<file path="config.mk">
export PLATFORM = sky130hd
export DESIGN_NAME = outputPort
export DESIGN_NICKNAME = d
export VERILOG_FILES = /design/src/design/flitPkg.sv /design/src/design/portPkg.sv /design/src/design/budgetBank.sv /design/src/design/grantControl.sv /design/src/design/outputPort.sv /design/src/design/rotatePriority.sv
export SDC_FILE = /design/constraint.sdc
export NUM_CORES = 1
export LEC_CHECK = 0
export ABC_AREA = 0
export ABC_CLOCK_PERIOD_IN_PS = 6300
export BUFFER_PORTS_ARGS = -buffer_cell sky130_fd_sc_hd__buf_2
export CORE_MARGIN = 5
export CORE_UTILIZATION = 38
export CTS_CLUSTER_DIAMETER = 150
export DETAILED_ROUTE_END_ITERATION = 10
export HOLD_SLACK_MARGIN = 0.15
export RECOVER_POWER = 25
export SLEW_MARGIN = 0
export SYNTH_ARGS = -nofsm -noshare
export SYNTH_HDL_FRONTEND = slang
export SYNTH_SLANG_ARGS = --single-unit
</file>
<file path="constraint.sdc">
create_clock -name clk -period 6.3 [get_ports clk]
set_clock_uncertainty 0.05 [all_clocks]
set_input_delay 1.26 -clock clk [delete_from_list [all_inputs] [get_ports clk]]
set_output_delay 1.26 -clock clk [all_outputs]
set_load 0.03 [all_outputs]
</file>
<file path="src/design/flitPkg.sv">
package flitPkg;

  // --------------------
  // Flit role codes
  // --------------------
  typedef logic [2:0] flitKind;

  localparam flitKind headKind = 3'd1; // Opens a packet and carries its length
  localparam flitKind bodyKind = 3'd2;
  localparam flitKind tailKind = 3'd3;

  // Packet length in flits as carried by a header
  typedef logic [11:0] flitLength;

  typedef logic [15:0] flitPayload;

  // --------------------
  // Flit as it travels on the link
  // --------------------
  typedef struct packed {
    flitKind    kind;
    flitLength  length;  // Only meaningful on a header
    flitPayload payload;
  } flitT;

endpackage

</file>
<file path="src/design/portPkg.sv">
package portPkg;

  // --------------------
  // Router ports
  // --------------------
  localparam int portCount = 5;

  // Local 0, north 1, east 2, west 3, south 4
  typedef logic [2:0] portIndex;

  localparam portIndex localPort = 3'd0;
  localparam portIndex northPort = 3'd1;
  localparam portIndex eastPort  = 3'd2;
  localparam portIndex westPort  = 3'd3;
  localparam portIndex southPort = 3'd4;

  // One bit per port, bit i belongs to port i
  typedef logic [portCount-1:0] portMask;

  // --------------------
  // Grant state machine
  // --------------------
  typedef enum logic {
    idleState, // No port holds the output
    holdState  // One port holds the output and may send
  } grantState;

endpackage

</file>
<file path="src/design/budgetBank.sv">
module budgetBank #(
  parameter int defaultBudget = 4
) (
  input  logic               clk,
  input  logic               rst,
  input  flitPkg::flitT      flitIn [portPkg::portCount],
  input  portPkg::portIndex  holder,
  input  logic               restart,
  input  logic               accept,
  output portPkg::portMask   exhausted
);

  // --------------------
  // One limit and one count per port
  // --------------------
  for (genvar p = 0; p < portPkg::portCount; p++)
  begin : gPort
    flitPkg::flitLength limit;      // Length of the last header this port sent
    flitPkg::flitLength count;      // Flits accepted since the hold began
    flitPkg::flitLength freshCount; // Count as seen in this cycle
    logic held;
    logic acceptHere;
    logic headerHere;

    assign held       = (holder == portPkg::portIndex'(p));
    assign acceptHere = accept && held;
    assign headerHere = acceptHere && (flitIn[p].kind == flitPkg::headKind);

    // A hold that starts in this cycle sees an empty count right away
    assign freshCount = (restart && held) ? '0 : count;

    assign exhausted[p] = (freshCount >= limit);

    always_ff @(posedge clk)
    begin
      if (rst)
      begin
        limit <= flitPkg::flitLength'(defaultBudget);
        count <= '0;
      end
      else
      begin
        if (headerHere)
        begin
          // A zero length would never let the port send, so it counts as one
          if (flitIn[p].length == '0)
          begin
            limit <= flitPkg::flitLength'(1);
          end
          else
          begin
            limit <= flitIn[p].length;
          end
        end
        count <= freshCount + flitPkg::flitLength'(acceptHere);
      end
    end

    // Only the port holding the output can run out of budget
    assert property (@(posedge clk) disable iff (rst)
      $rose(exhausted[p]) |-> held)
    else
      $error("Port %0d ran out of budget while port %0d held the output", p, holder);
  end

endmodule

</file>
<file path="src/design/grantControl.sv">
module grantControl (
  input  logic               clk,
  input  logic               rst,
  input  portPkg::portMask   req,
  input  flitPkg::flitT      flitIn [portPkg::portCount],
  input  portPkg::portIndex  pick,
  input  logic               anyReq,
  input  portPkg::portMask   exhausted,
  input  logic               ack,
  output portPkg::portIndex  holder,
  output portPkg::portIndex  lastHolder,
  output logic               restart,
  output logic               accept,
  output logic               cyc,
  output logic               stb,
  output flitPkg::flitT      dat,
  output portPkg::portMask   taken
);

  portPkg::grantState state;
  portPkg::grantState nextState;
  portPkg::portIndex  holderReg;
  portPkg::portIndex  nextHolder;
  logic               startHold; // A new hold begins at the next edge
  logic               holding;

  // --------------------
  // Wishbone master side
  // --------------------
  assign holding = (state == portPkg::holdState);

  // The held port sends while it asks and still has budget
  assign stb = holding && req[holderReg] && !exhausted[holderReg];
  assign cyc = stb; // Every transfer is a single write

  assign dat    = flitIn[holderReg];
  assign accept = stb && ack;

  // Tell the held port its flit is gone in the same cycle as ack
  assign taken = accept ? (portPkg::portMask'(1) << holderReg) : '0;

  // --------------------
  // Grant decision
  // --------------------
  always_comb
  begin
    nextState  = state;
    nextHolder = holderReg;
    startHold  = 1'b0;
    // Arbitrate when idle or when the held port stops sending
    if (!holding || !stb)
    begin
      if (anyReq)
      begin
        nextState  = portPkg::holdState;
        nextHolder = pick;
        startHold  = 1'b1;
      end
      else
      begin
        nextState = portPkg::idleState;
      end
    end
  end

  always_ff @(posedge clk)
  begin
    if (rst)
    begin
      state     <= portPkg::idleState;
      holderReg <= portPkg::southPort; // So local is searched first
      restart   <= 1'b0;
    end
    else
    begin
      state     <= nextState;
      holderReg <= nextHolder;
      restart   <= startHold;
    end
  end

  // The search resumes after whoever held the output last
  assign holder     = holderReg;
  assign lastHolder = holderReg;

  // --------------------
  // Checks
  // --------------------
  // A write offered on the bus stays put until the sink takes it
  assert property (@(posedge clk) disable iff (rst)
    stb && !ack |=> stb && $stable(dat))
  else
    $error("Write from port %0d withdrawn or changed before ack", holderReg);

  assert property (@(posedge clk) disable iff (rst)
    $onehot0(taken))
  else
    $error("More than one port sees taken, %b", taken);

endmodule

</file>
<file path="src/design/outputPort.sv">
module outputPort #(
  parameter int defaultBudget = 4 // Budget of a port before its first header
) (
  input  logic              clk,
  input  logic              rst,
  input  portPkg::portMask  req,
  input  flitPkg::flitT     flitIn [portPkg::portCount],
  input  logic              ack,
  output portPkg::portMask  taken,
  output logic              cyc,
  output logic              stb,
  output flitPkg::flitT     dat
);

  portPkg::portIndex holder;
  portPkg::portIndex lastHolder;
  portPkg::portIndex pick;
  portPkg::portMask  exhausted;
  logic              restart;
  logic              accept;
  logic              anyReq;

  // --------------------
  // Budget and priority run side by side
  // --------------------
  budgetBank #(
    .defaultBudget(defaultBudget)
  ) budget (
    .clk      (clk),
    .rst      (rst),
    .flitIn   (flitIn),
    .holder   (holder),
    .restart  (restart),
    .accept   (accept),
    .exhausted(exhausted)
  );

  rotatePriority rotate (
    .req       (req),
    .lastHolder(lastHolder),
    .pick      (pick),
    .anyReq    (anyReq)
  );

  // Combines both results and drives the bus
  grantControl grant (
    .clk       (clk),
    .rst       (rst),
    .req       (req),
    .flitIn    (flitIn),
    .pick      (pick),
    .anyReq    (anyReq),
    .exhausted (exhausted),
    .ack       (ack),
    .holder    (holder),
    .lastHolder(lastHolder),
    .restart   (restart),
    .accept    (accept),
    .cyc       (cyc),
    .stb       (stb),
    .dat       (dat),
    .taken     (taken)
  );

endmodule

</file>
<file path="src/design/rotatePriority.sv">
module rotatePriority (
  input  portPkg::portMask   req,
  input  portPkg::portIndex  lastHolder,
  output portPkg::portIndex  pick,
  output logic               anyReq
);

  // --------------------
  // Round-robin search
  // --------------------
  // Steps run from the farthest port down to the nearest one so that the
  // port right after lastHolder wins, and lastHolder itself comes last
  always_comb
  begin
    int unsigned candidate;

    pick   = lastHolder;
    anyReq = 1'b0;
    for (int step = portPkg::portCount; step >= 1; step--)
    begin
      candidate = (int'(lastHolder) + step) % portPkg::portCount;
      if (req[candidate])
      begin
        pick   = portPkg::portIndex'(candidate);
        anyReq = 1'b1;
      end
    end
  end

  // The picked port must be one that asks for the output
  always_comb
  begin
    assert final (!anyReq || req[pick])
    else
      $error("Picked port %0d is not requesting, req %b", pick, req);
  end

endmodule

</file>
==> report_table.html <==
<table>
<tr><th>Metric</th><th>Value</th></tr>
<tr><th colspan="2">Run status</th></tr>
<tr><td>Run status</td><td>finished with violations</td></tr>
<tr><td>Violations in the final reports</td><td>max-capacitance violations, max-slew violations</td></tr>
<tr><th colspan="2">STA</th></tr>
<tr><td>Share of the clock period used by the worst path</td><td>around 95%</td></tr>
<tr><td>Worst hold margin</td><td>about 0.4 ns</td></tr>
<tr><td>Peak clock frequency supported by timing</td><td>0.1676 GHz</td></tr>
<tr><td># setup viols final</td><td>0</td></tr>
<tr><td>Period minus WS final</td><td>between 5 and 6 ns</td></tr>
<tr><td>Number of endpoints with negative hold slack in the final report</td><td>0</td></tr>
<tr><td>Setup repair after global routing missed its margin</td><td>false</td></tr>
<tr><td>Max-slew violations</td><td>32</td></tr>
<tr><td>Post-route setup TNS</td><td>0 ns</td></tr>
<tr><td>Max-slew headroom</td><td>-17.99%</td></tr>
<tr><td>Slew at the pin closest to its max-slew limit</td><td>roughly 1.8 ns</td></tr>
<tr><th colspan="2">Synth</th></tr>
<tr><td>Netlist area before placement</td><td>between 9000 and 10000 um2</td></tr>
<tr><td>Post-synth EDFFs</td><td>0</td></tr>
<tr><td>Fraction of the yosys area taken by sequential cells</td><td>about 26%</td></tr>
<tr><td>Share of synthesized registers carrying an async set or reset</td><td>0%</td></tr>
<tr><td>Post-synthesis cell type count</td><td>slightly below 80</td></tr>
<tr><td>Main flop type after synthesis</td><td>sky130_fd_sc_hd__dfxtp_1</td></tr>
<tr><td>Synthesized area per cell</td><td>approximately 8 um2</td></tr>
<tr><td>Synthesized instance count</td><td>~1200</td></tr>
<tr><td>Synthesis Warnings</td><td>0</td></tr>
<tr><td>Synthesized flop and latch total</td><td>approximately 130</td></tr>
<tr><td>Net count of the mapped netlist</td><td>1476</td></tr>
<tr><th colspan="2">Route</th></tr>
<tr><td>TritonRoute pass-1 iters</td><td>5</td></tr>
<tr><td>Total Wirelength</td><td>between 30000 and 40000 um</td></tr>
<tr><td>Via count</td><td>approximately 9300</td></tr>
<tr><td>Antenna Violating Nets Remaining</td><td>0</td></tr>
<tr><td>DRC violation count after routing</td><td>0</td></tr>
<tr><td>Number of violations reported at the end of detailed-routing iteration 0</td><td>approximately 660</td></tr>
<tr><td>Average detailed-routed wire length per instance</td><td>~18 um</td></tr>
<tr><td>Avg Vias per Cell</td><td>5.406</td></tr>
<tr><th colspan="2">Finish</th></tr>
<tr><td>Area Growth Syn to Fin</td><td>18.85%</td></tr>
<tr><td>Fraction of final layout cells with drive strength greater than 1</td><td>roughly 18%</td></tr>
<tr><td>Highest-count cells in the layout ignoring fill and taps</td><td>sky130_fd_sc_hd__buf_2 (171), sky130_fd_sc_hd__nor2_1 (145), sky130_fd_sc_hd__dfxtp_1 (122)</td></tr>
<tr><td>Most frequent standard cell in the layout excluding fill and tap cells</td><td>sky130_fd_sc_hd__buf_2</td></tr>
<tr><td>Total Nets Final</td><td>1642</td></tr>
<tr><th colspan="2">Clocking</th></tr>
<tr><td># Post-CTS Setup Buffers</td><td>0</td></tr>
<tr><td>Buffer type at the clock tree root</td><td>sky130_fd_sc_hd__clkbuf_16</td></tr>
<tr><td>Number of H-tree levels</td><td>4</td></tr>
<tr><td>CTS resizes</td><td>0</td></tr>
<tr><td>Hold-fix buffer count after cts</td><td>0</td></tr>
<tr><td>Clock tree from TritonCTS</td><td>yes</td></tr>
<tr><td>Clock slew seen by the registers of the worst setup and hold paths</td><td>approximately 0.050 ns</td></tr>
<tr><td>Count of clock tree sinks</td><td>about 130</td></tr>
<tr><td>Insertion delay of the later-clocked pin in the worst-skew pair</td><td>approximately 0.42 ns</td></tr>
<tr><td>TritonCTS buffer count</td><td>17</td></tr>
<tr><td>Clock Path Buffers</td><td>2</td></tr>
<tr><th colspan="2">GRT</th></tr>
<tr><td>First-pass GRT wire length</td><td>a little under 50000 um</td></tr>
<tr><td>Via count of the first global-routing pass</td><td>~9100</td></tr>
<tr><td>Pin count of the biggest net entering global routing</td><td>73</td></tr>
<tr><td>Overflow after GRT</td><td>0</td></tr>
<tr><td>Initial antenna violation count</td><td>4</td></tr>
<tr><td>Total global routing track utilization</td><td>21.45%</td></tr>
<tr><th colspan="2">Die</th></tr>
<tr><td>Row count</td><td>58</td></tr>
<tr><td>Starting Density</td><td>between 30 and 40%</td></tr>
<tr><td>Count of pins on the block boundary</td><td>approximately 200</td></tr>
<tr><td>Die Height</td><td>between 150 and 200 um</td></tr>
<tr><td>Placeable core region</td><td>about 25000 um2</td></tr>
<tr><td>Total die area</td><td>~29000 um2</td></tr>
<tr><td>Die extent in x</td><td>~170 um</td></tr>
<tr><th colspan="2">Min path</th></tr>
<tr><td>Worst Hold Class</td><td>reg -&gt; reg</td></tr>
<tr><td>Cells on Worst Hold Path</td><td>2</td></tr>
<tr><th colspan="2">Power</th></tr>
<tr><td>Power Dens Cells</td><td>about 390 nW/um2</td></tr>
<tr><td>Max VDD drop</td><td>between 0.2 and 0.25 mV</td></tr>
<tr><td>Leakage dissipation</td><td>5.151 nW</td></tr>
<tr><th colspan="2">Place</th></tr>
<tr><td>Post-DP HPWL</td><td>roughly 25000 um</td></tr>
<tr><td>Routability cong.</td><td>0.9066</td></tr>
<tr><td>Number of buffers added on ports</td><td>200</td></tr>
<tr><th colspan="2">Critical path</th></tr>
<tr><td>Largest driver fanout on the critical path</td><td>34</td></tr>
<tr><td>Number of cells on the worst reg-to-reg path</td><td>17</td></tr>
<tr><td>Signal arrival time at the worst endpoint</td><td>~4.7 ns</td></tr>
<tr><td>CP startpoint kind</td><td>flop</td></tr>
<tr><td>Element type at the critical path end</td><td>primary output</td></tr>
<tr><td>Req. time, crit path</td><td>about 5 ns</td></tr>
<tr><td>WS Path Type</td><td>reg -&gt; out</td></tr>
<tr><th colspan="2">Run</th></tr>
<tr><td>Maximum capacitance violations</td><td>1</td></tr>
</table>
-- power breakdown --
part	internal (mW)	total (mW)	switching, mW
Sequential	0.814	0.883	0.0696
Clock	0.657	1.04	0.385
Combinational	0.972	2.63	1.66
Total	2.44	4.55	2.11
-- sequential cells by signal, summed over array words and instances, names as in the netlist --
| name | cells |
|---|---|
| grant.restart | 1 |
| grant.holder | 3 |
| budget.gPort.limit | 60 |
| budget.gPort.count | 60 |
| grant.holding | 1 |
-- critical path, stage by stage (launching register included) --
cell                       delay [ns]
sky130_fd_sc_hd__dfxtp_4         0.64
sky130_fd_sc_hd__inv_1           0.23
sky130_fd_sc_hd__ha_1            0.37
sky130_fd_sc_hd__nand2_1         0.31
sky130_fd_sc_hd__nand2_1         0.13
sky130_fd_sc_hd__ha_1            0.29
sky130_fd_sc_hd__nand2b_1        0.14
sky130_fd_sc_hd__a21o_1          0.17
sky130_fd_sc_hd__a21o_1          0.17
sky130_fd_sc_hd__a21oi_1         0.17
sky130_fd_sc_hd__nor3_1          0.08
sky130_fd_sc_hd__o22ai_1         0.32
sky130_fd_sc_hd__o311a_1         0.22
sky130_fd_sc_hd__nand2_1         0.14
sky130_fd_sc_hd__nor3b_1         0.54
sky130_fd_sc_hd__buf_2           0.31
-- routing by layer --
metal	GRT usage [%]	routed length (um)
met1	29.83	14340
met5	0	52
met3	4.321	2035
met4	5.208	600
met2	34.23	14480
-- synth_stat cells (3+ instances only) --
master | n | area, um2
sky130_fd_sc_hd__inv_2 | 4 | 15.01
sky130_fd_sc_hd__buf_6 | 3 | 33.78
sky130_fd_sc_hd__inv_1 | 80 | 300.3
sky130_fd_sc_hd__buf_2 | 7 | 35.03
sky130_fd_sc_hd__dfxtp_1 | 125 | 2502
sky130_fd_sc_hd__a31oi_1 | 5 | 31.28
sky130_fd_sc_hd__a21o_1 | 21 | 157.7
sky130_fd_sc_hd__a31o_2 | 3 | 26.28
sky130_fd_sc_hd__nand4_1 | 14 | 87.58
sky130_fd_sc_hd__a311oi_1 | 3 | 26.28
sky130_fd_sc_hd__o21ai_0 | 17 | 85.08
sky130_fd_sc_hd__nand2b_1 | 14 | 87.58
sky130_fd_sc_hd__nand3_1 | 49 | 245.2
sky130_fd_sc_hd__mux2_2 | 6 | 67.56
sky130_fd_sc_hd__mux2i_1 | 111 | 1111
sky130_fd_sc_hd__nand2_1 | 73 | 274.0
sky130_fd_sc_hd__buf_1 | 9 | 33.78
sky130_fd_sc_hd__ha_1 | 94 | 1176
sky130_fd_sc_hd__xnor2_1 | 24 | 210.2
sky130_fd_sc_hd__o21a_1 | 4 | 30.03
sky130_fd_sc_hd__clkbuf_1 | 45 | 168.9
sky130_fd_sc_hd__a211oi_1 | 14 | 105.1
sky130_fd_sc_hd__nor4_1 | 12 | 75.07
sky130_fd_sc_hd__and3_1 | 13 | 81.33
sky130_fd_sc_hd__nor3_1 | 26 | 130.1
sky130_fd_sc_hd__or2_2 | 3 | 18.77
sky130_fd_sc_hd__and4_1 | 3 | 26.28
sky130_fd_sc_hd__o2111ai_1 | 4 | 35.03
sky130_fd_sc_hd__xor2_1 | 30 | 262.8
sky130_fd_sc_hd__nor3b_1 | 7 | 52.55
sky130_fd_sc_hd__o22ai_1 | 32 | 200.2
sky130_fd_sc_hd__a221o_1 | 3 | 30.03
sky130_fd_sc_hd__and2_1 | 57 | 356.6
sky130_fd_sc_hd__or3_1 | 3 | 18.77
sky130_fd_sc_hd__nor2_1 | 146 | 548.0
sky130_fd_sc_hd__a21oi_1 | 69 | 345.3
sky130_fd_sc_hd__nor2b_1 | 19 | 118.9
sky130_fd_sc_hd__a211o_1 | 4 | 35.03
sky130_fd_sc_hd__o211ai_1 | 13 | 97.59
-- stage by stage --
stage / util, % / setup slack (ns) / total power, mW / std cells / area, um2
2_1_floorplan: - / -0.2806 / 2.865 / 1219 / 9766
3_3_place_gp: 43.62 / 0.8837 / 3.489 / 1696 / 11020
3_5_place_dp: 43.62 / 0.8122 / 3.510 / 1696 / 11020
4_1_cts: 46.10 / 0.3289 / 4.560 / 1728 / 11640
5_1_grt: 45.94 / 0.02109 / 4.835 / 1728 / 11600
6_report: 45.95 / 0.3326 / 4.555 / 1729 / 11600
-- logic make-up after synthesis --
group | count (synthesis) | share of synthesized area (%)
AND/OR/NAND/NOR | 456 | 23.35
AO/OA/AOI/OAI | 222 | 15.58
buffers and inverters | 149 | 6.087
flip-flops | 125 | 25.63
multiplexers | 118 | 12.30
adder cells (fa/ha/maj) | 94 | 12.05
XOR/XNOR | 55 | 5.010
-- layout make-up --
type	count	area, um2
multi-input cells	945	6685
clock buffers	20	466.7
inverters	84	315.3
fillers	2548	13650
flip-flops and latches	125	2509
diodes	1	2.502
clock inverters	12	158.9
repair buffers	212	1055
well taps	330	412.9
-- worst paths after layout --
kind,end,slack (ns),startpoint
worst max-delay path,taken[2],0.33,grant.holder[0]$_SDFFE_PP0P_
worst min-delay path,budget.gPort[2].limit[5]$_SDFFE_PP0P_,0.41,budget.gPort[2].limit[5]$_SDFFE_PP0P_
worst max register to register,grant.holder[0]$_SDFFE_PP0P_,0.95,grant.holder[2]$_SDFFE_PP1P_
worst min register to register,budget.gPort[2].limit[5]$_SDFFE_PP0P_,0.41,budget.gPort[2].limit[5]$_SDFFE_PP0P_
Power figures use the tool's default switching activity.
